**src/rtl/disp_timing_pkg.sv**
```systemverilog
package disp_timing_pkg;

    // ----------------------------------------------------------
    // horizontal timing in clocks
    // ----------------------------------------------------------
    localparam int H_DISP  = 32;                                   // active pixels per line
    localparam int H_FRONT = 2;                                    // front porch
    localparam int H_SYNC  = 3;                                    // hs pulse width
    localparam int H_BACK  = 3;                                    // back porch
    localparam int H_TOTAL = H_DISP + H_FRONT + H_SYNC + H_BACK;   // 40 clocks per line

    // ----------------------------------------------------------
    // vertical timing in lines
    // ----------------------------------------------------------
    localparam int V_DISP  = 16;                                   // active lines per frame
    localparam int V_FRONT = 1;                                    // front porch
    localparam int V_SYNC  = 2;                                    // vs pulse width
    localparam int V_BACK  = 1;                                    // back porch
    localparam int V_TOTAL = V_DISP + V_FRONT + V_SYNC + V_BACK;   // 20 lines per frame

    localparam int H_CW = $clog2(H_TOTAL);                         // line counter width
    localparam int V_CW = $clog2(V_TOTAL);                         // frame counter width
    localparam int X_W  = $clog2(H_DISP);                          // pixel column width
    localparam int Y_W  = $clog2(V_DISP);                          // pixel row width

    typedef struct packed {
        logic [7:0] red;
        logic [7:0] green;
        logic [7:0] blue;
    } rgb_t;                                                       // 24 bit pixel

    // parallel video port, syncs active high
    typedef struct packed {
        logic hs;
        logic vs;
        logic de;
        rgb_t rgb;
    } video_t;

endpackage

```
**src/rtl/fb_mem_pkg.sv**
```systemverilog
package fb_mem_pkg;

    // ----------------------------------------------------------
    // frame memory geometry
    // ----------------------------------------------------------
    localparam int FB_DEPTH = disp_timing_pkg::H_DISP * disp_timing_pkg::V_DISP; // 512 words
    localparam int FB_AW    = $clog2(FB_DEPTH);                   // 9 bit word address

    // one request on the shared memory port
    typedef struct packed {
        logic                  req;                               // access wanted this cycle
        logic                  we;                                // 1 write, 0 read
        logic [FB_AW-1:0]      addr;                              // raster word address
        disp_timing_pkg::rgb_t wdata;                             // write pixel
    } fb_req_t;

    typedef struct packed {
        logic                  gnt;                               // same cycle grant
        disp_timing_pkg::rgb_t rdata;                             // read data, one cycle late
    } fb_rsp_t;

    // ----------------------------------------------------------
    // draw command from the outside
    // ----------------------------------------------------------
    typedef struct packed {
        logic [disp_timing_pkg::X_W-1:0] x_pos;                   // start column
        logic [disp_timing_pkg::Y_W-1:0] y_pos;                   // start row
        disp_timing_pkg::rgb_t           pixel;                   // run colour
        logic [FB_AW-1:0]                len;                     // run length in pixels
    } draw_cmd_t;

endpackage

```
**src/rtl/fb_draw.sv**
```systemverilog
`timescale 1ns/100ps

module fb_draw (
    input  logic                  clk,
    input  logic                  rst_n,
    input  logic                  enable,     // command strobe
    input  fb_mem_pkg::draw_cmd_t cmd,        // sampled with enable
    output fb_mem_pkg::fb_req_t   draw_req,   // write only requests
    input  fb_mem_pkg::fb_rsp_t   draw_rsp,
    output logic                  busy,       // run in progress
    output logic                  init_done   // frame cleared
);
    import disp_timing_pkg::*;
    import fb_mem_pkg::*;

    typedef enum logic [1:0] {
        CLEAR,                                // blank the frame after reset
        IDLE,                                 // wait for a command
        RUN                                   // write one pixel run
    } state_t;

    state_t           state;
    logic [FB_AW-1:0] addr_q;                 // next write address
    logic [FB_AW-1:0] cnt_q;                  // pixels left in the run
    rgb_t             pix_q;                  // run colour
    logic             accept;                 // command taken this cycle
    logic             wr_done;                // write completes at this edge
    logic             last_addr;              // at the final frame word

    assign accept    = (state == IDLE) && enable;
    assign wr_done   = draw_req.req & draw_rsp.gnt;
    assign last_addr = (addr_q == FB_AW'(FB_DEPTH - 1));

    assign busy      = (state == RUN);
    assign init_done = (state != CLEAR);      // high from the cycle after the last clear write

    // ----------------------------------------------------------
    // request to the arbiter
    // ----------------------------------------------------------
    always_comb begin
        draw_req.req   = (state == CLEAR) || ((state == RUN) && (cnt_q != '0));
        draw_req.we    = 1'b1;                // this port never reads
        draw_req.addr  = addr_q;              // held until granted
        draw_req.wdata = (state == CLEAR) ? '0 : pix_q;
    end

    // ----------------------------------------------------------
    // control FSM
    // ----------------------------------------------------------
    always_ff @(posedge clk or negedge rst_n) begin
        if (!rst_n) begin
            state  <= CLEAR;
            addr_q <= '0;                     // clear starts at word 0
        end else begin
            case (state)
                CLEAR: begin
                    if (wr_done) begin
                        addr_q <= addr_q + 1'b1;
                        if (last_addr) begin
                            state <= IDLE;    // whole frame is black
                        end
                    end
                end
                IDLE: begin
                    if (accept) begin
                        state  <= RUN;
                        addr_q <= FB_AW'(cmd.y_pos * H_DISP + cmd.x_pos); // raster start
                    end
                end
                RUN: begin
                    if (cnt_q == '0) begin
                        state <= IDLE;        // empty run, one busy cycle
                    end else if (wr_done) begin
                        addr_q <= addr_q + 1'b1; // wraps into the next line
                        if ((cnt_q == FB_AW'(1)) || last_addr) begin
                            state <= IDLE;    // done or cut at frame end
                        end
                    end
                end
                default: begin
                    state <= IDLE;
                end
            endcase
        end
    end

    // ----------------------------------------------------------
    // run payload
    // ----------------------------------------------------------
    always_ff @(posedge clk) begin
        if (accept) begin
            cnt_q <= cmd.len;
            pix_q <= cmd.pixel;
        end else if ((state == RUN) && wr_done) begin
            cnt_q <= cnt_q - 1'b1;            // one pixel written
        end
    end

endmodule

```
**config.mk**
```make
export PLATFORM = sky130hd
export DESIGN_NAME = fb_draw
export DESIGN_NICKNAME = d
export VERILOG_FILES = /design/src/rtl/disp_timing_pkg.sv /design/src/rtl/fb_mem_pkg.sv /design/src/rtl/fb_draw.sv
export SDC_FILE = /design/constraint.sdc
export NUM_CORES = 1
export LEC_CHECK = 0
export ABC_AREA = 1
export BUFFER_PORTS_ARGS = -buffer_cell sky130_fd_sc_hd__buf_4
export CAP_MARGIN = 20
export CORE_ASPECT_RATIO = 2
export CORE_MARGIN = 2
export CORE_UTILIZATION = 23
export CTS_BUF_LIST = sky130_fd_sc_hd__clkbuf_8
export DETAILED_ROUTE_END_ITERATION = 8
export PLACE_DENSITY_LB_ADDON = 0.25
export SLEW_MARGIN = 20
export SYNTH_ARGS = -nofsm -noshare
export SYNTH_HDL_FRONTEND = slang
export SYNTH_SLANG_ARGS = --single-unit
```
**constraint.sdc**
```tcl
create_clock -name clk -period 5.2 [get_ports clk]
set_clock_uncertainty 0.05 [all_clocks]
set_input_delay 0.52 -clock clk [delete_from_list [all_inputs] [get_ports clk]]
set_output_delay 0.52 -clock clk [all_outputs]
set_load 0.01 [all_outputs]
```
==> run summary <==
buffers and inverters on the worst path: 2
HP Class: in2reg
R2R cell count: 6
Post-synth EDFFs: 33
Syn Std Cell Area: 2355 um^2
Net Switching: 535.1 uW
Port Buffers: 81
post-synthesis cell type count: 29
most frequent cells in the layout: 81 x buf_4, 71 x nand2_1, 40 x nor2_1
max_slew headroom: 54.17%
crit path launch: cnt_q[0]
root buffer cell: clkbuf_8
static leakage: 0.001536 uW
Max VDD drop: 135.4 uV
Synth Warn #: 0
Worst-Margin Slew: 686.5 ps
Hold-fix buffers, CTS: 1
io pins: 107
Routed Antenna Nets: 0
hold_sp: cmd[21]
most common cell after layout, fill and taps aside: buf_4
Final Max Slew Viols: 0
H-tree Lvls: 2
crit-path leading delay family: flip-flops
GRT overflow: 0
Fin. Hold Viols: 0
Die H: 147.1 um
ant diodes: 0
Mapped Nets: 343
status: complete, no violations
vias post-DR: 1973
r2r endpoint: cnt_q[8]
Main synth FF type: edfxtp_1
CP endpoint kind: output port
syn_area_per_cell: 8.786 um^2
slowest cell delay on critical path: 450 ps
dpl ws: 3077 ps
Final Core Density: 31.58%
Num CTS Buffers: 5
worst setup margin: 3020 ps
Rows: 52
Area Growth Syn to Fin: 34.38%
routed vias/inst: 4.060
sw frac: 39.53%
layout cell share with drive strength beyond 1: 31.62%
Total GRT Usage: 10.77%
share of synthesized registers carrying an async set or reset: 25.00%
worst r2r src: state[1]
startpoint types: flop
Tmin final: 2180 ps
final setup fails: 0
R2R Setup Slk: 3150 ps
die area: 11110 um^2
first-pass GRT wire length: 9114 um
combinational fraction of design power: 45.0%
setup_tns: 0 ps
Seq/Total Area, Yosys: 53.77%
hold endpoint: pix_q[12]
initial antenna violation count: 0
Max Fanout on Critical Path: 4
Critical Path Most Common Cell: nand2_1
largest net degree at the start of global routing: 36
total wire length: 5627 um
core area: 10020 um^2
DP HPWL: 4368 um
DRC errors left: 0
clock sinks: 44
Final GP Congestion: 0.7699
Skew-Pair Late Insertion Delay: 300 ps
critical path type: reg2out
Hold Path Cell Cnt: 1
WP data required: 4630 ps
drt wl/cell: 11.58 um
fin crit share: 41.92%
Int Power: 818.5 uW
Seq pwr share: 39.8%
Detailed Route Iter0 Violations: 44
CTS tree: yes
vias in the first global route: 1990
Post-CTS Resized: 0
clock slew seen by the registers of the worst setup and hold paths: 80 ps
slowest CP cell: edfxtp_1
post-CTS setup buffers: 0
initial cell density of the core: 23.50%
maximum clock path buffer count: 2
Die X: 75.55 um
clock share of power: 15.3%
critical-path cell list: inv_1, ha_1, nand2_2, nor2_2, nand2_1, nand2_1, nand2_1, buf_4
RSZ-0062 raised after global routing: false
Peak Freq: 458.7 MHz
signal arrival time at the worst endpoint: 1610 ps
DR pass1 iterations: 4
final net count: 425
Synth Register Bits: 44
PD cells: 427.8 nW/um^2
Max Cap Viol: 0
Synth Instances: 268
-- flip-flops by register name, summed over array words and instances (netlist names) --
name,flops
cnt_q,9
pix_q,24
addr_q,9
state,2
-- routing by layer --
metal	track usage, %	part of all wire, %	vias to the layer above
li1	-	-	1005
met1	10.12	34	904
met2	20.74	58	57
met3	1.715	5.5	7
met4	5.439	2.6	0
met5	0	0	-
-- worst max path at each step --
stage / to / slack (ps) / cells after the start
global route: cnt_q[8] / 2890 / 6
finish: draw_req[34] / 3020 / 8
CTS: draw_req[34] / 2980 / 8
detailed placement: cnt_q[8] / 3080 / 6
floorplan: draw_req[34] / 3540 / 7
global placement: cnt_q[8] / 3120 / 6
-- final cells by class --
cell class                      instances  area [um^2]
Fill cell                            1133         6855
Sequential cell                        44         1266
Multi-Input combinational cell        173        862.1
Timing Repair Buffer                   82        618.1
Tap cell                              135        168.9
Inverter                               44        167.7
Clock buffer                            5        68.82
Clock inverter                          3        12.51
-- cells by family (layout without fill, tap and decap cells) --
group | count (synthesis) | in the layout | synth area share, %
AND/OR/NAND/NOR | 144 | 144 | 27.15
buffers and inverters | 51 | 134 | 9.617
flip-flops | 44 | 44 | 53.77
AO/OA/AOI/OAI | 21 | 21 | 5.898
adder cells (fa/ha/maj) | 5 | 5 | 2.657
XOR/XNOR | 2 | 2 | 0.7440
other | 1 | 1 | 0.1593
-- power groups by stage --
stage | Clock, uW | Combinational [uW] | Sequential, uW
6_report | 207 | 609 | 538
5_1_grt | 230 | 695 | 550
4_1_cts | 221 | 628 | 539
3_5_place_dp | 0 | 625 | 547
3_3_place_gp | 0 | 615 | 544
2_1_floorplan | 0 | 367 | 543
-- through the flow --
step	power, uW	std cells	hold slack [ps]	area [um^2]
final	1354	486	342.9	3164
after CTS	1388	486	324.8	3164
after global placement	1159	477	322.3	3073
after detailed placement	1172	477	322.1	3073
after global routing	1476	486	323.9	3164
after floorplan	910.5	268	174.4	2355
-- cells in the mapped netlist (2+ instances only) --
library cell	count	share of area, %
a31oi_2	3	1.6
buf_2	2	0.43
buf_4	2	0.64
buf_6	3	1.4
dfrtp_1	11	12
edfxtp_1	33	42
ha_1	5	2.7
inv_1	34	5.4
inv_2	8	1.3
nand2_1	71	11
nand2_2	4	1.1
nand2_4	3	1.4
nand3_1	20	4.3
nand3_4	2	1.5
nor2_1	40	6.4
nor2_2	2	0.53
o21ai_0	8	1.7
o21ai_1	4	0.85
o21bai_1	3	0.96
No activity file was read; power rests on OpenSTA's default activity.
