--- src/rtl/disp_timing_pkg.sv ---
package disp_timing_pkg;

    // ----------------------------------------------------------
    // horizontal timing in clocks
    // ----------------------------------------------------------
    localparam int H_DISP  = 32;                                   // active pixels per line
    localparam int H_FRONT = 2;                                    // front porch
    localparam int H_SYNC  = 3;                                    // hs pulse width
    localparam int H_BACK  = 3;                                    // back porch
    localparam int H_TOTAL = H_DISP + H_FRONT + H_SYNC + H_BACK;   // 40 clocks per line

    // ----------------------------------------------------------
    // vertical timing in lines
    // ----------------------------------------------------------
    localparam int V_DISP  = 16;                                   // active lines per frame
    localparam int V_FRONT = 1;                                    // front porch
    localparam int V_SYNC  = 2;                                    // vs pulse width
    localparam int V_BACK  = 1;                                    // back porch
    localparam int V_TOTAL = V_DISP + V_FRONT + V_SYNC + V_BACK;   // 20 lines per frame

    localparam int H_CW = $clog2(H_TOTAL);                         // line counter width
    localparam int V_CW = $clog2(V_TOTAL);                         // frame counter width
    localparam int X_W  = $clog2(H_DISP);                          // pixel column width
    localparam int Y_W  = $clog2(V_DISP);                          // pixel row width

    typedef struct packed {
        logic [7:0] red;
        logic [7:0] green;
        logic [7:0] blue;
    } rgb_t;                                                       // 24 bit pixel

    // parallel video port, syncs active high
    typedef struct packed {
        logic hs;
        logic vs;
        logic de;
        rgb_t rgb;
    } video_t;

endpackage

--- src/rtl/fb_mem_pkg.sv ---
package fb_mem_pkg;

    // ----------------------------------------------------------
    // frame memory geometry
    // ----------------------------------------------------------
    localparam int FB_DEPTH = disp_timing_pkg::H_DISP * disp_timing_pkg::V_DISP; // 512 words
    localparam int FB_AW    = $clog2(FB_DEPTH);                   // 9 bit word address

    // one request on the shared memory port
    typedef struct packed {
        logic                  req;                               // access wanted this cycle
        logic                  we;                                // 1 write, 0 read
        logic [FB_AW-1:0]      addr;                              // raster word address
        disp_timing_pkg::rgb_t wdata;                             // write pixel
    } fb_req_t;

    typedef struct packed {
        logic                  gnt;                               // same cycle grant
        disp_timing_pkg::rgb_t rdata;                             // read data, one cycle late
    } fb_rsp_t;

    // ----------------------------------------------------------
    // draw command from the outside
    // ----------------------------------------------------------
    typedef struct packed {
        logic [disp_timing_pkg::X_W-1:0] x_pos;                   // start column
        logic [disp_timing_pkg::Y_W-1:0] y_pos;                   // start row
        disp_timing_pkg::rgb_t           pixel;                   // run colour
        logic [FB_AW-1:0]                len;                     // run length in pixels
    } draw_cmd_t;

endpackage

--- src/rtl/fb_scan.sv ---
`timescale 1ns/100ps

module fb_scan (
    input  logic                    clk,
    input  logic                    rst_n,
    output fb_mem_pkg::fb_req_t     scan_req,   // read only requests
    input  fb_mem_pkg::fb_rsp_t     scan_rsp,
    output disp_timing_pkg::video_t video       // parallel video out
);
    import disp_timing_pkg::*;
    import fb_mem_pkg::*;

    logic [H_CW-1:0] h_cnt;                     // clock within line
    logic [V_CW-1:0] v_cnt;                     // line within frame
    logic            h_end;                     // last clock of a line
    logic            v_end;                     // last line of a frame
    logic            hs_c;                      // decoded at counter time
    logic            vs_c;
    logic            de_c;
    logic            hs_d;                      // delayed to match read latency
    logic            vs_d;
    logic            de_d;
    logic            fetch_d;                   // a pixel read returns this cycle

    // ----------------------------------------------------------
    // raster counters, free running from reset
    // ----------------------------------------------------------
    assign h_end = (h_cnt == H_CW'(H_TOTAL - 1));
    assign v_end = (v_cnt == V_CW'(V_TOTAL - 1));

    always_ff @(posedge clk or negedge rst_n) begin
        if (!rst_n) begin
            h_cnt <= '0;
            v_cnt <= '0;
        end else if (h_end) begin
            h_cnt <= '0;
            v_cnt <= v_end ? '0 : v_cnt + 1'b1;   // next line or new frame
        end else begin
            h_cnt <= h_cnt + 1'b1;
        end
    end

    // ----------------------------------------------------------
    // window decode, active region first in each count
    // ----------------------------------------------------------
    assign hs_c = (h_cnt >= H_CW'(H_DISP + H_FRONT)) &&
                  (h_cnt <  H_CW'(H_DISP + H_FRONT + H_SYNC));
    assign vs_c = (v_cnt >= V_CW'(V_DISP + V_FRONT)) &&
                  (v_cnt <  V_CW'(V_DISP + V_FRONT + V_SYNC));
    assign de_c = (h_cnt < H_CW'(H_DISP)) && (v_cnt < V_CW'(V_DISP));

    // pixel fetch only inside the active window
    always_comb begin
        scan_req.req   = de_c;
        scan_req.we    = 1'b0;
        scan_req.addr  = FB_AW'(v_cnt * H_DISP + h_cnt); // y*32+x
        scan_req.wdata = '0;
    end

    // ----------------------------------------------------------
    // output alignment
    // ----------------------------------------------------------
    always_ff @(posedge clk or negedge rst_n) begin
        if (!rst_n) begin
            hs_d    <= 1'b0;
            vs_d    <= 1'b0;
            de_d    <= 1'b0;
            fetch_d <= 1'b0;
            video   <= '0;
        end else begin
            hs_d    <= hs_c;                    // stage 1 covers the RAM latency
            vs_d    <= vs_c;
            de_d    <= de_c;
            fetch_d <= scan_req.req & scan_rsp.gnt;
            video.hs  <= hs_d;                  // stage 2 registers everything together
            video.vs  <= vs_d;
            video.de  <= de_d;
            video.rgb <= (de_d && fetch_d) ? scan_rsp.rdata : '0; // black in blanking
        end
    end

endmodule

--- config.mk ---
export PLATFORM = sky130hd
export DESIGN_NAME = fb_scan
export DESIGN_NICKNAME = d
export VERILOG_FILES = /design/src/rtl/disp_timing_pkg.sv /design/src/rtl/fb_mem_pkg.sv /design/src/rtl/fb_scan.sv
export SDC_FILE = /design/constraint.sdc
export NUM_CORES = 1
export LEC_CHECK = 0
export BUFFER_PORTS_ARGS = -buffer_cell sky130_fd_sc_hd__buf_2
export CAP_MARGIN = 5
export CORE_MARGIN = 2
export CORE_UTILIZATION = 35
export DETAILED_ROUTE_END_ITERATION = 8
export PLACE_DENSITY_LB_ADDON = 0.1
export SYNTH_ARGS = -nofsm -noshare
export SYNTH_HDL_FRONTEND = slang
export SYNTH_SLANG_ARGS = --single-unit
--- constraint.sdc ---
create_clock -name clk -period 1.61 [get_ports clk]
set_input_delay 0.161 -clock clk [delete_from_list [all_inputs] [get_ports clk]]
set_output_delay 0.161 -clock clk [all_outputs]
set_load 0.01 [all_outputs]
==> flow_summary_export.csv <==
group,metric,value,unit
cells_and_area,finalNonFillerCells,296,
cells_and_area,diodes,0,
global_route,overflow,0,
place,globalplace.congestion,0.7273,
cts,cts.path.max_buffers,2,
run,drv_cap,0,
die,ioPinCount,89,
logic_synthesis,synth_edf_count,0,
cells_and_area,drive_gt1_frac,0.3761,
logic_synthesis,async_flop_share,1.000,
worst_setup_path,worstSetupEndpointType,"flop",
logic_synthesis,yosys.area.top_type_share,0.5676,
place,dp_cells,287,
global_route,grt_first_pass_wirelength,5989,um
worst_setup_path,cp_cell_sequence,"or3b_1 -> or4_1 -> o21ai_0",
logic_synthesis,yosysTopAreaCell,"dfrtp_1",
cts,clock_latency,280,ps
die,core.rowCount,26,
worst_setup_path,crit_fanout,9,
die,chipHeight,76.74,um
cts,cts_root_buffer,"clkbuf_8",
timing,min_period,1591,ps
die,die-area,5888,sq um
worst_setup_path,rr_worst_depth,3,
worst_setup_path,r2r_start,"h_cnt[3]",
global_route,grt_max_degree,26,
hold_path,holdCritStartpoint,"scan_rsp[24]",
timing,holdWs,86.10,ps
route,wl,3762,um
cts,cts_buffers,5,
logic_synthesis,synthFlopType,"dfrtp_1",
worst_setup_path,r2r_slack,20,ps
logic_synthesis,synthCells,162,
worst_setup_path,r2r-end,"v_cnt[1]",
cts,cts_sinks,42,
worst_setup_path,max_stage_delay,530,ps
die,start_util,0.3626,
logic_synthesis,synth_area_per_cell,11.43,sq um
route,drt_iter0_drc,57,
cells_and_area,nNetsFinal,260,
logic_synthesis,yosysWarnings,0,
timing,worstMarginPinSlew,630.9,ps
logic_synthesis,yosysMostFrequentCell,"dfrtp_1",
logic_synthesis,syn_area,1852,sq um
worst_setup_path,worstPathRequired,1810,ps
worst_setup_path,crit_type,"reg -> reg",
cells_and_area,nFillCells,492,
timing,hold_viol_final,0,
hold_path,hold_end,"fetch_d",
global_route,track_usage,0.1296,
global_route,grt_pass1_vias,1305,
timing,fin_crit_sh,0.9883,
worst_setup_path,worst_path_max_delay_cell,"or4_1",
cells_and_area,postLayoutCoreUtil,0.4446,
timing,fin_ws,18.87,ps
global_route,antenna_found_initial,0,
worst_setup_path,arrival,1790,ps
place,dp_hpwl,2758,um
pwr,p_leak,0.001252,uW
pwr,p_per_area,826.3,nW/um^2
die,die_w,76.74,um
timing,max_slew_margin,0.5794,
timing,finClkSkew,2.492,ps
cells_and_area,area_growth,22.64,%
logic_synthesis,ys_types,27,
cts,cts_tree,"yes",
hold_path,hold_depth,2,
place,place_ws,55.97,ps
timing,rsz0062_at_grt,"true",
logic_synthesis,seq_area_frac_synth,0.5676,
worst_setup_path,cp-start-kind,"flop",
place,io_buffers,63,
route,drc_errors,0,
run_status,status,"finished, final reports clean",
route,vias,1290,
logic_synthesis,ys_top_cells_by_count,"42 x dfrtp_1, 31 x buf_4, 25 x and3_1",
timing,report.final.slew_viol_count,0,
die,core_area,5107,sq um
cts,path_clk_slew,80,ps
route,wl_per_cell,12.71,um
route,firstDrtPassIters,4,
cts,cts_max_level,2,
timing,max_freq,0.6285,GHz
logic_synthesis,synthTopCellsByArea,"dfrtp_1 57%, buf_4 13%, and3_1 8.4%",
route,vias_per_cell,4.358,
hold_path,worstHoldPathType,"in -> reg",
route,drtAntennaViolNets,0,
timing,finalSetupViolCount,0,
logic_synthesis,ys_ff_latch,42,
pwr,vdd.ir_drop.worst,0.0003327,V
## cell type report
type | count | area (sq um) | share of cell area
clock inverter | 2 | 10.01 | 0.004408
timing repair buffer | 72 | 389.1 | 0.1713
sequential | 42 | 1054 | 0.4639
inverter | 3 | 11.26 | 0.004959
multi-input combinational | 102 | 650.6 | 0.2865
clock buffer | 5 | 68.82 | 0.03030
tap | 70 | 87.58 | 0.03857
## flip-flops by register name, summed over array words and instances, names as in the netlist
signal,cells
video,27
h_cnt,6
de_d,1
fetch_d,1
vs_d,1
hs_d,1
v_cnt,5
## worst max path at each step
stage	slack (ps)	depth (start not counted)	endpoint	startpoint
after floorplan	30	4	v_cnt[4]	h_cnt[3]
after global placement	70	3	v_cnt[4]	h_cnt[3]
after detailed placement	60	3	v_cnt[4]	h_cnt[3]
after CTS	10	5	scan_req[31]	h_cnt[5]
after global routing	-9	3	v_cnt[1]	h_cnt[3]
final	20	3	v_cnt[1]	h_cnt[3]
## per-layer routing
metal / wire length (um) / global-route usage / up-vias
met4: 15 / 0.04727 / 0
met1: 1542 / 0.1544 / 628
met5: 0 / 0 / -
li1: - / - / 613
met2: 1964 / 0.2158 / 45
met3: 239 / 0.04588 / 4
## cells by family after synthesis
group | Yosys count | synth area share
DFF | 42 | 0.5676
adders and majority gates | 7 | 0.04730
AOI/OAI and AO/OA | 9 | 0.02973
other | 1 | 0.002025
buffers and inverters | 42 | 0.1486
muxes | 1 | 0.006081
xor gates and xnor gates | 6 | 0.02838
and+or+nand+nor | 54 | 0.1703
## placed cells by master, fill, tap and decap left out, types with 2 or more instances in the layout
cell,instances
clkinv_2,2
dfrtp_1,40
nor2_1,7
buf_2,63
nor3_1,3
nand3b_1,2
nand3_1,5
nor2b_1,2
a21oi_1,3
conb_1,25
ha_1,4
o21ai_0,3
clkbuf_8,5
inv_1,3
and3_1,25
dfrtp_2,2
xor2_1,3
nand2_1,3
buf_4,7
or4_1,3
ha_4,2
xnor2_1,2
## timing repair
item                                    4_1_cts  5_1_grt
hold buffers                                  1        0
setup buffers                                 1        0
endpoints found under the setup margin        2        4
endpoints found under the hold margin        21        0
gates resized for setup                       5        4
## critical path, delay by kind of cell, from the launching register on
kind / cells / cell delay, ps
AOI/OAI and AO/OA: 1 / 90
DFF: 1 / 380
and+or+nand+nor: 2 / 1040
## power by group
group | switching, uW | internal [uW]
Combinational | 89.5 | 62.4
Clock | 335 | 291
Sequential | 13.0 | 1090
Total | 438 | 1440
## stage by stage
| step | TNS [ps] | total power, uW | instance area, sq um |
|---|---|---|---|
| 2_1_floorplan | 0 | 1228 | 1942 |
| 3_3_place_gp | 0 | 1268 | 2133 |
| 3_5_place_dp | 0 | 1272 | 2133 |
| 4_1_cts | 0 | 1919 | 2250 |
| 5_1_grt | -21.86 | 1990 | 2271 |
| 6_report | 0 | 1876 | 2271 |
(Power assumes the default switching activity.)
