===== src/rtl/disp_timing_pkg.sv =====
package disp_timing_pkg;

    // ----------------------------------------------------------
    // horizontal timing in clocks
    // ----------------------------------------------------------
    localparam int H_DISP  = 32;                                   // active pixels per line
    localparam int H_FRONT = 2;                                    // front porch
    localparam int H_SYNC  = 3;                                    // hs pulse width
    localparam int H_BACK  = 3;                                    // back porch
    localparam int H_TOTAL = H_DISP + H_FRONT + H_SYNC + H_BACK;   // 40 clocks per line

    // ----------------------------------------------------------
    // vertical timing in lines
    // ----------------------------------------------------------
    localparam int V_DISP  = 16;                                   // active lines per frame
    localparam int V_FRONT = 1;                                    // front porch
    localparam int V_SYNC  = 2;                                    // vs pulse width
    localparam int V_BACK  = 1;                                    // back porch
    localparam int V_TOTAL = V_DISP + V_FRONT + V_SYNC + V_BACK;   // 20 lines per frame

    localparam int H_CW = $clog2(H_TOTAL);                         // line counter width
    localparam int V_CW = $clog2(V_TOTAL);                         // frame counter width
    localparam int X_W  = $clog2(H_DISP);                          // pixel column width
    localparam int Y_W  = $clog2(V_DISP);                          // pixel row width

    typedef struct packed {
        logic [7:0] red;
        logic [7:0] green;
        logic [7:0] blue;
    } rgb_t;                                                       // 24 bit pixel

    // parallel video port, syncs active high
    typedef struct packed {
        logic hs;
        logic vs;
        logic de;
        rgb_t rgb;
    } video_t;

endpackage


===== src/rtl/fb_mem_pkg.sv =====
package fb_mem_pkg;

    // ----------------------------------------------------------
    // frame memory geometry
    // ----------------------------------------------------------
    localparam int FB_DEPTH = disp_timing_pkg::H_DISP * disp_timing_pkg::V_DISP; // 512 words
    localparam int FB_AW    = $clog2(FB_DEPTH);                   // 9 bit word address

    // one request on the shared memory port
    typedef struct packed {
        logic                  req;                               // access wanted this cycle
        logic                  we;                                // 1 write, 0 read
        logic [FB_AW-1:0]      addr;                              // raster word address
        disp_timing_pkg::rgb_t wdata;                             // write pixel
    } fb_req_t;

    typedef struct packed {
        logic                  gnt;                               // same cycle grant
        disp_timing_pkg::rgb_t rdata;                             // read data, one cycle late
    } fb_rsp_t;

    // ----------------------------------------------------------
    // draw command from the outside
    // ----------------------------------------------------------
    typedef struct packed {
        logic [disp_timing_pkg::X_W-1:0] x_pos;                   // start column
        logic [disp_timing_pkg::Y_W-1:0] y_pos;                   // start row
        disp_timing_pkg::rgb_t           pixel;                   // run colour
        logic [FB_AW-1:0]                len;                     // run length in pixels
    } draw_cmd_t;

endpackage


===== src/rtl/fb_arbiter.sv =====
`timescale 1ns/100ps

module fb_arbiter (
    input  logic                  clk,
    input  logic                  rst_n,
    input  fb_mem_pkg::fb_req_t   scan_req,   // reader that always wins
    output fb_mem_pkg::fb_rsp_t   scan_rsp,
    input  fb_mem_pkg::fb_req_t   draw_req,   // writer that takes the gaps
    output fb_mem_pkg::fb_rsp_t   draw_rsp,
    output fb_mem_pkg::fb_req_t   mem_req,    // into the frame memory
    input  disp_timing_pkg::rgb_t mem_rdata   // from the frame memory
);

    logic scan_win;                           // scan owns the port this cycle
    logic draw_win;                           // draw owns the port this cycle
    logic rd_from_scan;                       // owner of the last granted read

    // ----------------------------------------------------------
    // fixed priority select
    // ----------------------------------------------------------
    assign scan_win = scan_req.req;
    assign draw_win = draw_req.req & ~scan_req.req;

    // idle draw request passes through with req low
    assign mem_req = scan_win ? scan_req : draw_req;

    // ----------------------------------------------------------
    // read return steering
    // ----------------------------------------------------------
    always_ff @(posedge clk or negedge rst_n) begin
        if (!rst_n) begin
            rd_from_scan <= 1'b1;             // scan is the usual reader
        end else if (mem_req.req && !mem_req.we) begin
            rd_from_scan <= scan_win;         // remember who read at this edge
        end
    end

    // data lines up with rd_from_scan one cycle after the read
    always_comb begin
        scan_rsp.gnt   = scan_win;            // combinational grant
        draw_rsp.gnt   = draw_win;            // back pressure when low
        scan_rsp.rdata = '0;
        draw_rsp.rdata = '0;
        if (rd_from_scan) begin
            scan_rsp.rdata = mem_rdata;       // pixel back to scan out
        end else begin
            draw_rsp.rdata = mem_rdata;       // read issued by draw side
        end
    end

endmodule


===== config.mk =====
export PLATFORM = sky130hd
export DESIGN_NAME = fb_arbiter
export DESIGN_NICKNAME = d
export VERILOG_FILES = /design/src/rtl/disp_timing_pkg.sv /design/src/rtl/fb_mem_pkg.sv /design/src/rtl/fb_arbiter.sv
export SDC_FILE = /design/constraint.sdc
export NUM_CORES = 1
export LEC_CHECK = 0
export ABC_AREA = 1
export BUFFER_PORTS_ARGS = -buffer_cell sky130_fd_sc_hd__buf_4
export CAP_MARGIN = 0
export CORE_AREA = 2 2 70 72
export DETAILED_ROUTE_END_ITERATION = 8
export DIE_AREA = 0 0 72 74
export PLACE_DENSITY = 0.66
export SYNTH_ARGS = -nofsm -noshare
export SYNTH_HDL_FRONTEND = slang
export SYNTH_SLANG_ARGS = --single-unit

===== constraint.sdc =====
create_clock -name clk -period 2.55 [get_ports clk]
set_clock_uncertainty 0.1 [all_clocks]
set_input_delay 0.51 -clock clk [delete_from_list [all_inputs] [get_ports clk]]
set_output_delay 0.51 -clock clk [all_outputs]
set_load 0.02 [all_outputs]

==> reports/qor.txt, run 1 <==
====================================================================================================
Clock latency at the later pin of the worst-skew pair                                           0 ns
Largest fanout on the critical path                                                               37
Min-delay worst type                                                                    primary input to async pin
Reg-to-reg slack, setup                                                                      1.75 ns
Iteration count of the initial detailed-routing pass                                               4
Count of buffer and inverter cells on the critical path                                            3
Horizontal die dimension                                                                       72 um
Tightest Pin Transition                                                                     0.412 ns
Setup slack of the critical path after layout                                               0.612 ns
Distinct cell type count of the synthesized netlist                                               10
Data required time at the worst endpoint                                                     1.94 ns
Post-CTS sizing                                                                                    0
WL per Instance                                                                              9.35 um
CP delay by family, top                                                                 buffers and inverters
Cell type of the slowest stage on the worst timing path                                 sky130_fd_sc_hd__buf_4
Overall routed net length                                                                    4.14 mm
Shortest period the worst path allows                                                        1.94 ns
Power Density                                                                             260 nW/um2
Initial antenna violation count                                                                    0
Ordered list of cells on the worst path                                                 buf_4 -> inv_8 -> nand2_1 -> nand2_1 -> buf_4
Sequential area share after synthesis                                                         0.0282
Wire length of the first global-routing pass                                                 6.00 mm
Static Leak                                                                                  1.65 nW
Net count after synthesis                                                                        318
Netlist area before placement                                                                933 um2
Area after detailed placement                                                               2240 um2
Number of flops mapped to enable cells by yosys                                                    0
Most common cell in the netlist                                                         sky130_fd_sc_hd__nand2_1
Number of flip-flops in the largest register                                                       1
Share of layout cells above drive strength 1                                                   0.476
Antenna diodes                                                                                     0
Unrepaired setup endpoints after global routing                                                false
Highest attainable clock frequency                                                           516 MHz
Die height                                                                                     74 um
Vias in the first global route                                                                  1411
Total of max-cap violations                                                                        0
Residual DRC count                                                                                 0
Highest cell delay on the worst timing path                                                  0.34 ns
Outcome                                                                                    completed
Worst hold-check slack                                                                      0.347 ns
Maximum VDD drop                                                                            0.103 mV
Yosys warning total                                                                                0
Arrival time at the worst endpoint                                                           1.33 ns
Count of vias placed by the detailed router                                                     1742
Area share of the largest cell type after synthesis                                            0.511
Ratio of final minimum period to clock period                                                  0.760
Largest net degree at the start of global routing                                                 47
Final Hold Viols                                                                                   0
Setup Viol. Count Final                                                                            0
Port Buffers                                                                                     180
Std-Cell Core Area                                                                          4600 um2
Post-Route Setup TNS                                                                            0 ns
Primary FF master, synth                                                                sky130_fd_sc_hd__dfstp_2
Max transition margin                                                                          0.725
Effective utilization at floorplan                                                             0.203
Critical path launch point type                                                         primary input
# Post-CTS Setup Buffers                                                                           0
Area growth from synthesis to layout                                                            140%
Post-layout power                                                                           0.583 mW
Setup crit end kind                                                                       output pin
Drt via density                                                                                 3.93
Largest registers                                                                       rd_from_scan x1
Worst slack, placed                                                                         0.593 ns
Gate count after technology mapping                                                              222
Routability Congestion                                                                         0.765
Largest reg by FF count                                                                 rd_from_scan
Global-route congestion overflow total                                                             0
Row Count                                                                                         25
Dpl hpwl                                                                                     3.52 mm
WS Path Type                                                                            primary input to output pin
Clock-pin slew reported for the worst setup and hold paths after clock tree synthesis           0 ns
Overall track demand over capacity in global routing                                           0.133
Top-Level Pins                                                                                   181
Synth Register Bits                                                                                1
Number of nets in the finished design                                                            487
Drt initial violations                                                                            33
Commonest cells in the synthesized netlist                                              sky130_fd_sc_hd__nand2_1 (127), sky130_fd_sc_hd__inv_1 (50), sky130_fd_sc_hd__nor2_1 (26), sky130_fd_sc_hd__buf_4 (6), sky130_fd_sc_hd__buf_6 (5)
Biggest area contributors in the synthesized netlist                                    sky130_fd_sc_hd__nand2_1 (51%), sky130_fd_sc_hd__inv_1 (20%), sky130_fd_sc_hd__nor2_1 (10%)
Post-synth top area cell                                                                sky130_fd_sc_hd__nand2_1
Final cell area excluding filler cells                                                      2240 um2
Die Area                                                                                    5330 um2
Antenna-violating nets left                                                                        0
CTS hold repair buffers                                                                            0
Number of pins exceeding their max-slew limit in the final report                                  0
Mean instance size in the synthesized netlist                                               4.20 um2
Async set-or-reset flop fraction in the synthesized netlist                                     1.00
====================================================================================================
-- placed cells by master (no fill, tap or decap) --
cell type / instances
sky130_fd_sc_hd__nand2_2: 2
sky130_fd_sc_hd__inv_8: 1
sky130_fd_sc_hd__buf_4: 181
sky130_fd_sc_hd__nor2_1: 26
sky130_fd_sc_hd__inv_1: 50
sky130_fd_sc_hd__nand3_1: 1
sky130_fd_sc_hd__nand2_1: 127
sky130_fd_sc_hd__dfstp_2: 1
-- kinds of logic (layout without fill, tap and decap cells) --
group	count (synthesis)	after routing	synth area share
simple gates	156	156	0.634
buf+inv	65	232	0.338
flops	1	1	0.0282
-- area by class of cell --
cell class / count / area [um2]
multi-input combinational: 156 / 592
timing repair buffer: 181 / 1360
inverter: 51 / 199
sequential: 1 / 26.3
fill: 506 / 2350
tap: 54 / 67.6
-- where the power goes --
| group | total (mW) | switching (mW) | internal [mW] |
|---|---|---|---|
| logic | 0.561 | 0.295 | 0.266 |
| registers | 0.0215 | 0.00210 | 0.0194 |
| clock network | 0 | 0 | 0 |
| total | 0.583 | 0.297 | 0.286 |
-- worst paths after layout --
kind | startpoint | endpoint | depth (start not counted)
setup / recovery | scan_req[34] | mem_req[24] | 5
min in group clk | rd_from_scan | rd_from_scan | 2
hold / removal | rst_n | rd_from_scan | 1
setup reg to reg | rd_from_scan | rd_from_scan | 2
hold reg to reg | rd_from_scan | rd_from_scan | 2
max in group asynchronous | rst_n | rd_from_scan | 1
-- through the flow --
stage          std cells   util
2_1_floorplan        222      -
3_3_place_gp         443  0.488
3_5_place_dp         443  0.488
4_1_cts              443  0.488
5_1_grt              443  0.488
6_report             443  0.488
-- metal layers --
metal / up-vias / wire length [um] / GRT usage
met3: 6 / 515 / 0.0312
met1: 694 / 1530 / 0.146
li1: 937 / - / -
met2: 105 / 2040 / 0.263
met5: - / 0 / 0
met4: 0 / 58 / 0.0231
Power figures use the tool's default switching activity.
==> run 2: changes to the inputs <==
--- a/config.mk
+++ b/config.mk
@@ -5,13 +5,14 @@
 export SDC_FILE = /design/constraint.sdc
 export NUM_CORES = 1
 export LEC_CHECK = 0
-export ABC_AREA = 1
+export ABC_AREA = 0
 export BUFFER_PORTS_ARGS = -buffer_cell sky130_fd_sc_hd__buf_4
 export CAP_MARGIN = 0
-export CORE_AREA = 2 2 70 72
+export CORE_ASPECT_RATIO = 0.5
+export CORE_MARGIN = 2
+export CORE_UTILIZATION = 25
 export DETAILED_ROUTE_END_ITERATION = 8
-export DIE_AREA = 0 0 72 74
-export PLACE_DENSITY = 0.66
+export PLACE_DENSITY = 0.81
 export SYNTH_ARGS = -nofsm -noshare
 export SYNTH_HDL_FRONTEND = slang
 export SYNTH_SLANG_ARGS = --single-unit
==> constraint.sdc (replaced) <==
create_clock -name clk -period 1.8 [get_ports clk]
set_clock_uncertainty 0.1 [all_clocks]
set_input_delay 0.36 -clock clk [delete_from_list [all_inputs] [get_ports clk]]
set_output_delay 0.36 -clock clk [all_outputs]
set_load 0.02 [all_outputs]
==> reports/qor.txt, run 2 <==
====================================================================================================
WS Path Type                                                                            primary input to output pin
Data required time at the worst endpoint                                                     1.34 ns   -0.60 ns
Overall routed net length                                                                    4.06 mm   -2.0%
Power Density                                                                             389 nW/um2   +50%
Horizontal die dimension                                                                     87.8 um   +22%
WL per Instance                                                                              12.5 um   +34%
Count of fill cells added during filler insertion                                                268   -47%
Area growth from synthesis to layout                                                            161%
Final core utilization                                                                         0.675   +0.187
Post-CTS sizing                                                                                    0   unchanged
Dpl hpwl                                                                                     3.69 mm   +5.0%
Vias in the first global route                                                                  1181   -16%
Max transition margin                                                                          0.876   +0.151
CTS hold repair buffers                                                                            0   unchanged
Row Count                                                                                         15   -40%
Clock latency at the later pin of the worst-skew pair                                           0 ns   unchanged
Iteration count of the initial detailed-routing pass                                               2   -2
Number of nets in the finished design                                                            372   -24%
Port Buffers                                                                                     180   unchanged
Antenna-violating nets left                                                                        0   unchanged
Global-route congestion overflow total                                                             0   unchanged
Biggest area contributors in the synthesized netlist                                    sky130_fd_sc_hd__mux2_4 (29%), sky130_fd_sc_hd__mux2_2 (21%), sky130_fd_sc_hd__nor2b_1 (19%)
Most common cell in the netlist                                                         sky130_fd_sc_hd__nor2b_1
Sequential area share after synthesis                                                         0.0300   +0.00181
Std-Cell Core Area                                                                          3400 um2   -26%
Die height                                                                                   45.9 um   -38%
Number of pins exceeding their max-slew limit in the final report                                  0   unchanged
Distinct cell type count of the synthesized netlist                                               14   +4
Initial antenna violation count                                                                    0   unchanged
Largest net degree at the start of global routing                                                 30   -36%
Largest registers                                                                       rd_from_scan x1
Ordered list of cells on the worst path                                                 buf_4 -> buf_12 -> mux2_2 -> buf_4
Unrepaired setup endpoints after global routing                                                false
Effective utilization at floorplan                                                             0.258   +0.0552
Setup crit end kind                                                                       output pin
Drt initial violations                                                                            12   -64%
Clock-pin slew reported for the worst setup and hold paths after clock tree synthesis           0 ns   unchanged
Register-to-Register Path Depth                                                                    2   unchanged
Die Area                                                                                    4030 um2   -24%
CP delay by family, top                                                                 buffers and inverters
Area share of the largest cell type after synthesis                                            0.291   -0.220
Ratio of final minimum period to clock period                                                  0.927
Destination of the worst register-to-register timing path                               rd_from_scan
Outcome                                                                                    completed
Mean instance size in the synthesized netlist                                               8.77 um2   +110%
Final Hold Viols                                                                                   0   unchanged
Net count after synthesis                                                                        196   -38%
Largest fanout on the critical path                                                               15   -59%
Total of max-cap violations                                                                        0   unchanged
Overall track demand over capacity in global routing                                           0.171   +0.0382
Reg-to-reg slack, setup                                                                      0.65 ns   -1.10 ns
Commonest cells after routing, fill and taps aside                                      sky130_fd_sc_hd__buf_4 (182), sky130_fd_sc_hd__nor2b_1 (26), sky130_fd_sc_hd__and2_1 (24)
Routability Congestion                                                                         0.735   -3.9%
Arrival time at the worst endpoint                                                           1.21 ns   -0.12 ns
Wire length of the first global-routing pass                                                 5.53 mm   -7.7%
Drt via density                                                                                 4.12   +4.7%
Maximum VDD drop                                                                            0.173 mV   +67%
Post-synth top area cell                                                                sky130_fd_sc_hd__mux2_4
Highest cell delay on the worst timing path                                                  0.34 ns   about the same
Setup Viol. Count Final                                                                            0   unchanged
Largest reg by FF count                                                                 rd_from_scan
Primary FF master, synth                                                                sky130_fd_sc_hd__dfstp_2
Highest attainable clock frequency                                                           599 MHz
Count of vias placed by the detailed router                                                     1338   -23%
Static Leak                                                                                  1.26 nW   -23%
Number of flip-flops in the largest register                                                       1   unchanged
Antenna diodes                                                                                     0   unchanged
Number of flops mapped to enable cells by yosys                                                    0   unchanged
Post-Route Setup TNS                                                                            0 ns   unchanged
Critical path launch point type                                                         primary input
Shortest period the worst path allows                                                        1.67 ns
Residual DRC count                                                                                 0   unchanged
Async set-or-reset flop fraction in the synthesized netlist                                     1.00   unchanged
Startpoint of the most critical register-to-register path                               rd_from_scan
Min-delay worst type                                                                    primary input to async pin
Count of buffer and inverter cells on the critical path                                            3   unchanged
Gate count after technology mapping                                                              100   -55%
Cell occurring most often along the worst timing path                                   sky130_fd_sc_hd__buf_4
Share of layout cells above drive strength 1                                                   0.799   +0.324
Commonest cells in the synthesized netlist                                              sky130_fd_sc_hd__nor2b_1 (26), sky130_fd_sc_hd__and2_1 (24), sky130_fd_sc_hd__mux2_4 (17), sky130_fd_sc_hd__mux2_2 (16)
# Post-CTS Setup Buffers                                                                           0   unchanged
Tightest Pin Transition                                                                     0.184 ns   -0.228 ns
Netlist area before placement                                                                877 um2   -6.0%
Cell type of the slowest stage on the worst timing path                                 sky130_fd_sc_hd__mux2_2
Top-Level Pins                                                                                   181   unchanged
Yosys warning total                                                                                0   unchanged
Synth Register Bits                                                                                1   unchanged
Most common cell after layout, fill and taps aside                                      sky130_fd_sc_hd__buf_4
====================================================================================================
-- run 2: cell count changes in the layout (fill, tap and decap cells not counted), moves of 2 or more --
| cell | previous run | this run |
|---|---|---|
| sky130_fd_sc_hd__and2_1 | 0 | 24 |
| sky130_fd_sc_hd__buf_12 | 0 | 3 |
| sky130_fd_sc_hd__inv_1 | 50 | 1 |
| sky130_fd_sc_hd__mux2_2 | 0 | 16 |
| sky130_fd_sc_hd__mux2_4 | 0 | 17 |
| sky130_fd_sc_hd__nand2_1 | 127 | 1 |
| sky130_fd_sc_hd__nand2_2 | 2 | 0 |
| sky130_fd_sc_hd__nor2_1 | 26 | 0 |
| sky130_fd_sc_hd__nor2b_1 | 0 | 26 |
-- run 2: cells by family (layout without fill, tap and decap cells) --
logic type	after synthesis	count (layout)	synth area share
AND/OR/NAND/NOR	52	52	0.368
multiplexers	33	33	0.496
buffers and inverters	12	186	0.0899
AO/OA/AOI/OAI	2	2	0.0157
flip-flops	1	1	0.0300
-- run 2: worst max-delay path by stage --
stage | start | to | slack (ns) | cells past startpoint
after floorplan | scan_req[34] | mem_req[33] | 0.23 | 3
after global placement | scan_req[34] | mem_req[7] | 0.15 | 4
after CTS | scan_req[34] | mem_req[15] | 0.13 | 4
final | scan_req[34] | mem_req[15] | 0.13 | 4
after global routing | scan_req[34] | mem_req[32] | 0.09 | 4
after detailed placement | scan_req[34] | mem_req[15] | 0.13 | 4
-- run 2: metal layers --
metal,vias to the layer above,wire length (um),global-route usage
met5,-,0,0
met4,0,39,0.0246
li1,673,-,-
met2,65,2370,0.370
met3,4,250,0.00725
met1,596,1400,0.193
-- run 2: stage by stage --
stage / total power, mW / hold slack, ns / instance area [um2] / std cells / setup WS, ns
2_1_floorplan: 0.460 / 0.112 / 877 / 100 / 0.232
3_3_place_gp: 0.884 / 0.193 / 2290 / 325 / 0.149
3_5_place_dp: 0.899 / 0.195 / 2290 / 325 / 0.131
4_1_cts: 0.901 / 0.194 / 2290 / 325 / 0.125
5_1_grt: 0.944 / 0.197 / 2290 / 325 / 0.0883
6_report: 0.892 / 0.193 / 2290 / 325 / 0.132
-- run 2: power breakdown --
part | switching (mW) | internal (mW) | total [mW]
registers | 0.00795 | 0.0282 | 0.0362
clock network | 0 | 0 | 0
logic | 0.390 | 0.466 | 0.856
-- run 2: final cells by class --
cell class	count	area [um2]	share of cell area
tap	51	63.8	0.0278
sequential	1	26.3	0.0115
multi-input combinational	87	772	0.337
timing repair buffer	185	1430	0.622
inverter	1	3.75	0.00164
-- run 2: worst reg2reg max path: cells and delay by family (launching register included) --
family	cells	cell delay, ns
DFF	1	0.60
AOI/OAI and AO/OA	1	0.18
buffers and inverters	1	0.18
==> run 3: changes to the inputs <==
--- a/config.mk
+++ b/config.mk
@@ -9,10 +9,11 @@
 export BUFFER_PORTS_ARGS = -buffer_cell sky130_fd_sc_hd__buf_4
 export CAP_MARGIN = 0
 export CORE_ASPECT_RATIO = 0.5
-export CORE_MARGIN = 2
+export CORE_MARGIN = 3
 export CORE_UTILIZATION = 25
 export DETAILED_ROUTE_END_ITERATION = 8
 export PLACE_DENSITY = 0.81
+export SLEW_MARGIN = 20
 export SYNTH_ARGS = -nofsm -noshare
 export SYNTH_HDL_FRONTEND = slang
 export SYNTH_SLANG_ARGS = --single-unit
==> reports/qor.txt, run 3 (synthesis results as in run 2) <==
====================================================================================================
Number of pins exceeding their max-slew limit in the final report                                  0   unchanged
Count of vias placed by the detailed router                                                     1348   +0.75%
Largest net degree at the start of global routing                                                 35   +17%
Static Leak                                                                                  1.26 nW   -0.38%
Min-delay worst type                                                                    primary input to async pin
Cell type of the slowest stage on the worst timing path                                 sky130_fd_sc_hd__mux2_2
Largest fanout on the critical path                                                               21   +6
Critical path launch point type                                                         primary input
Setup crit end kind                                                                       output pin
Largest reg by FF count                                                                 rd_from_scan
Data required time at the worst endpoint                                                     1.34 ns   about the same
Ordered list of cells on the worst path                                                 buf_4 -> buf_12 -> mux2_2 -> buf_4
Outcome                                                                                    completed
Row Count                                                                                         14   -1
Horizontal die dimension                                                                     89.8 um   +2.3%
Iteration count of the initial detailed-routing pass                                               4   +2
Overall routed net length                                                                    4.35 mm   +7.1%
Die Area                                                                                    4300 um2   +6.7%
Effective utilization at floorplan                                                             0.277   +0.0184
Area growth from synthesis to layout                                                            160%
Area after detailed placement                                                               2280 um2   -0.49%
Max transition margin                                                                          0.905   +0.0285
WS Path Type                                                                            primary input to output pin
# Post-CTS Setup Buffers                                                                           0   unchanged
Global-route congestion overflow total                                                             0   unchanged
Wire length of the first global-routing pass                                                 6.01 mm   +8.6%
Number of flip-flops in the largest register                                                       1   unchanged
Number of nets in the finished design                                                            371   -0.27%
Shortest period the worst path allows                                                        1.62 ns   -0.0505 ns
Antenna diodes                                                                                     0   unchanged
Unrepaired setup endpoints after global routing                                                false
Most common cell after layout, fill and taps aside                                      sky130_fd_sc_hd__buf_4
Total instance count after detailed placement                                                    321   -1.2%
Total area of multi-input combinational cells                                                772 um2   unchanged
Final cell area excluding filler cells                                                      2280 um2   -0.49%
Count of buffer and inverter cells on the critical path                                            3   unchanged
Highest cell delay on the worst timing path                                                  0.35 ns   about the same
Arrival time at the worst endpoint                                                           1.16 ns   -0.05 ns
WL per Instance                                                                              13.5 um   +8.5%
Post-Route Setup TNS                                                                            0 ns   unchanged
Residual DRC count                                                                                 0   unchanged
Largest registers                                                                       rd_from_scan x1
Clock latency at the later pin of the worst-skew pair                                           0 ns   unchanged
Drt via density                                                                                 4.20   +2.0%
Port Buffers                                                                                     180   unchanged
Ratio of final minimum period to clock period                                                  0.899   -0.0281
Worst hold-check slack                                                                      0.191 ns   -0.00135 ns
Initial antenna violation count                                                                    0   unchanged
CP delay by family, top                                                                 buffers and inverters
Post-CTS sizing                                                                                    0   unchanged
Overall track demand over capacity in global routing                                           0.167   -0.00397
Total of max-cap violations                                                                        0   unchanged
Share of layout cells above drive strength 1                                                   0.799   about the same
Top-Level Pins                                                                                   181   unchanged
Maximum VDD drop                                                                            0.176 mV   +1.8%
Final Hold Viols                                                                                   0   unchanged
Die height                                                                                   47.9 um   +4.4%
Antenna-violating nets left                                                                        0   unchanged
Final Non-Filler Cells                                                                           321   -1.2%
Setup Viol. Count Final                                                                            0   unchanged
Drt initial violations                                                                            18   +6
Clock-pin slew reported for the worst setup and hold paths after clock tree synthesis           0 ns   unchanged
Highest attainable clock frequency                                                           618 MHz   +3.1%
Commonest cells after routing, fill and taps aside                                      sky130_fd_sc_hd__buf_4 (181), sky130_fd_sc_hd__nor2b_1 (26), sky130_fd_sc_hd__and2_1 (24)
CTS hold repair buffers                                                                            0   unchanged
Dpl hpwl                                                                                     3.96 mm   +7.1%
Cell occurring most often along the worst timing path                                   sky130_fd_sc_hd__buf_4
Power Density                                                                             391 nW/um2   +0.53%
Post-layout power                                                                           0.893 mW   about the same
Routability Congestion                                                                         0.723   -1.7%
Vias in the first global route                                                                  1305   +10%
Count of fill cells added during filler insertion                                                237   -12%
Std-Cell Core Area                                                                          3170 um2   -6.7%
Flip-flop and latch area                                                                    26.3 um2   unchanged
Tightest Pin Transition                                                                     0.141 ns   -0.0423 ns
====================================================================================================
==> run 3: cell types whose count changed in the layout (fill, tap and decap cells not counted), sizes merged <==
cell	delta
buf	-1
==> run 3: routing by layer <==
layer,routed length (um),vias up,global-route usage
met5,0,-,0
li1,-,672,-
met3,400,2,0.0471
met1,1330,605,0.163
met2,2590,69,0.388
met4,21,0,0.00915
==> run 3: layout make-up <==
type,instances,share of cell area
Sequential cell,1,0.0115
Tap cell,48,0.0263
Timing Repair Buffer,184,0.622
Multi-Input combinational cell,87,0.338
Inverter,1,0.00165
==> run 3: power by group <==
| part | internal [mW] | switching, mW |
|---|---|---|
| registers | 0.0280 | 0.00288 |
| clock network | 0 | 0 |
| logic | 0.465 | 0.397 |
==> run 3: final timing paths <==
check	startpoint	endpoint	slack, ns	depth (start not counted)
worst max-delay path	scan_req[34]	mem_req[2]	0.18	4
worst min-delay path	rst_n	rd_from_scan	0.19	1
worst max register to register	rd_from_scan	rd_from_scan	0.72	2
worst min register to register	rd_from_scan	rd_from_scan	0.60	2
max in group asynchronous	rst_n	rd_from_scan	1.39	1
min in group clk	draw_req[33]	rd_from_scan	0.51	3
==> run 3: stage by stage <==
step	util	worst slack, ns
6_report	0.719	0.182
5_1_grt	0.719	0.144
4_1_cts	0.719	0.184
3_5_place_dp	0.719	0.184
3_3_place_gp	0.719	0.193
2_1_floorplan	-	0.232
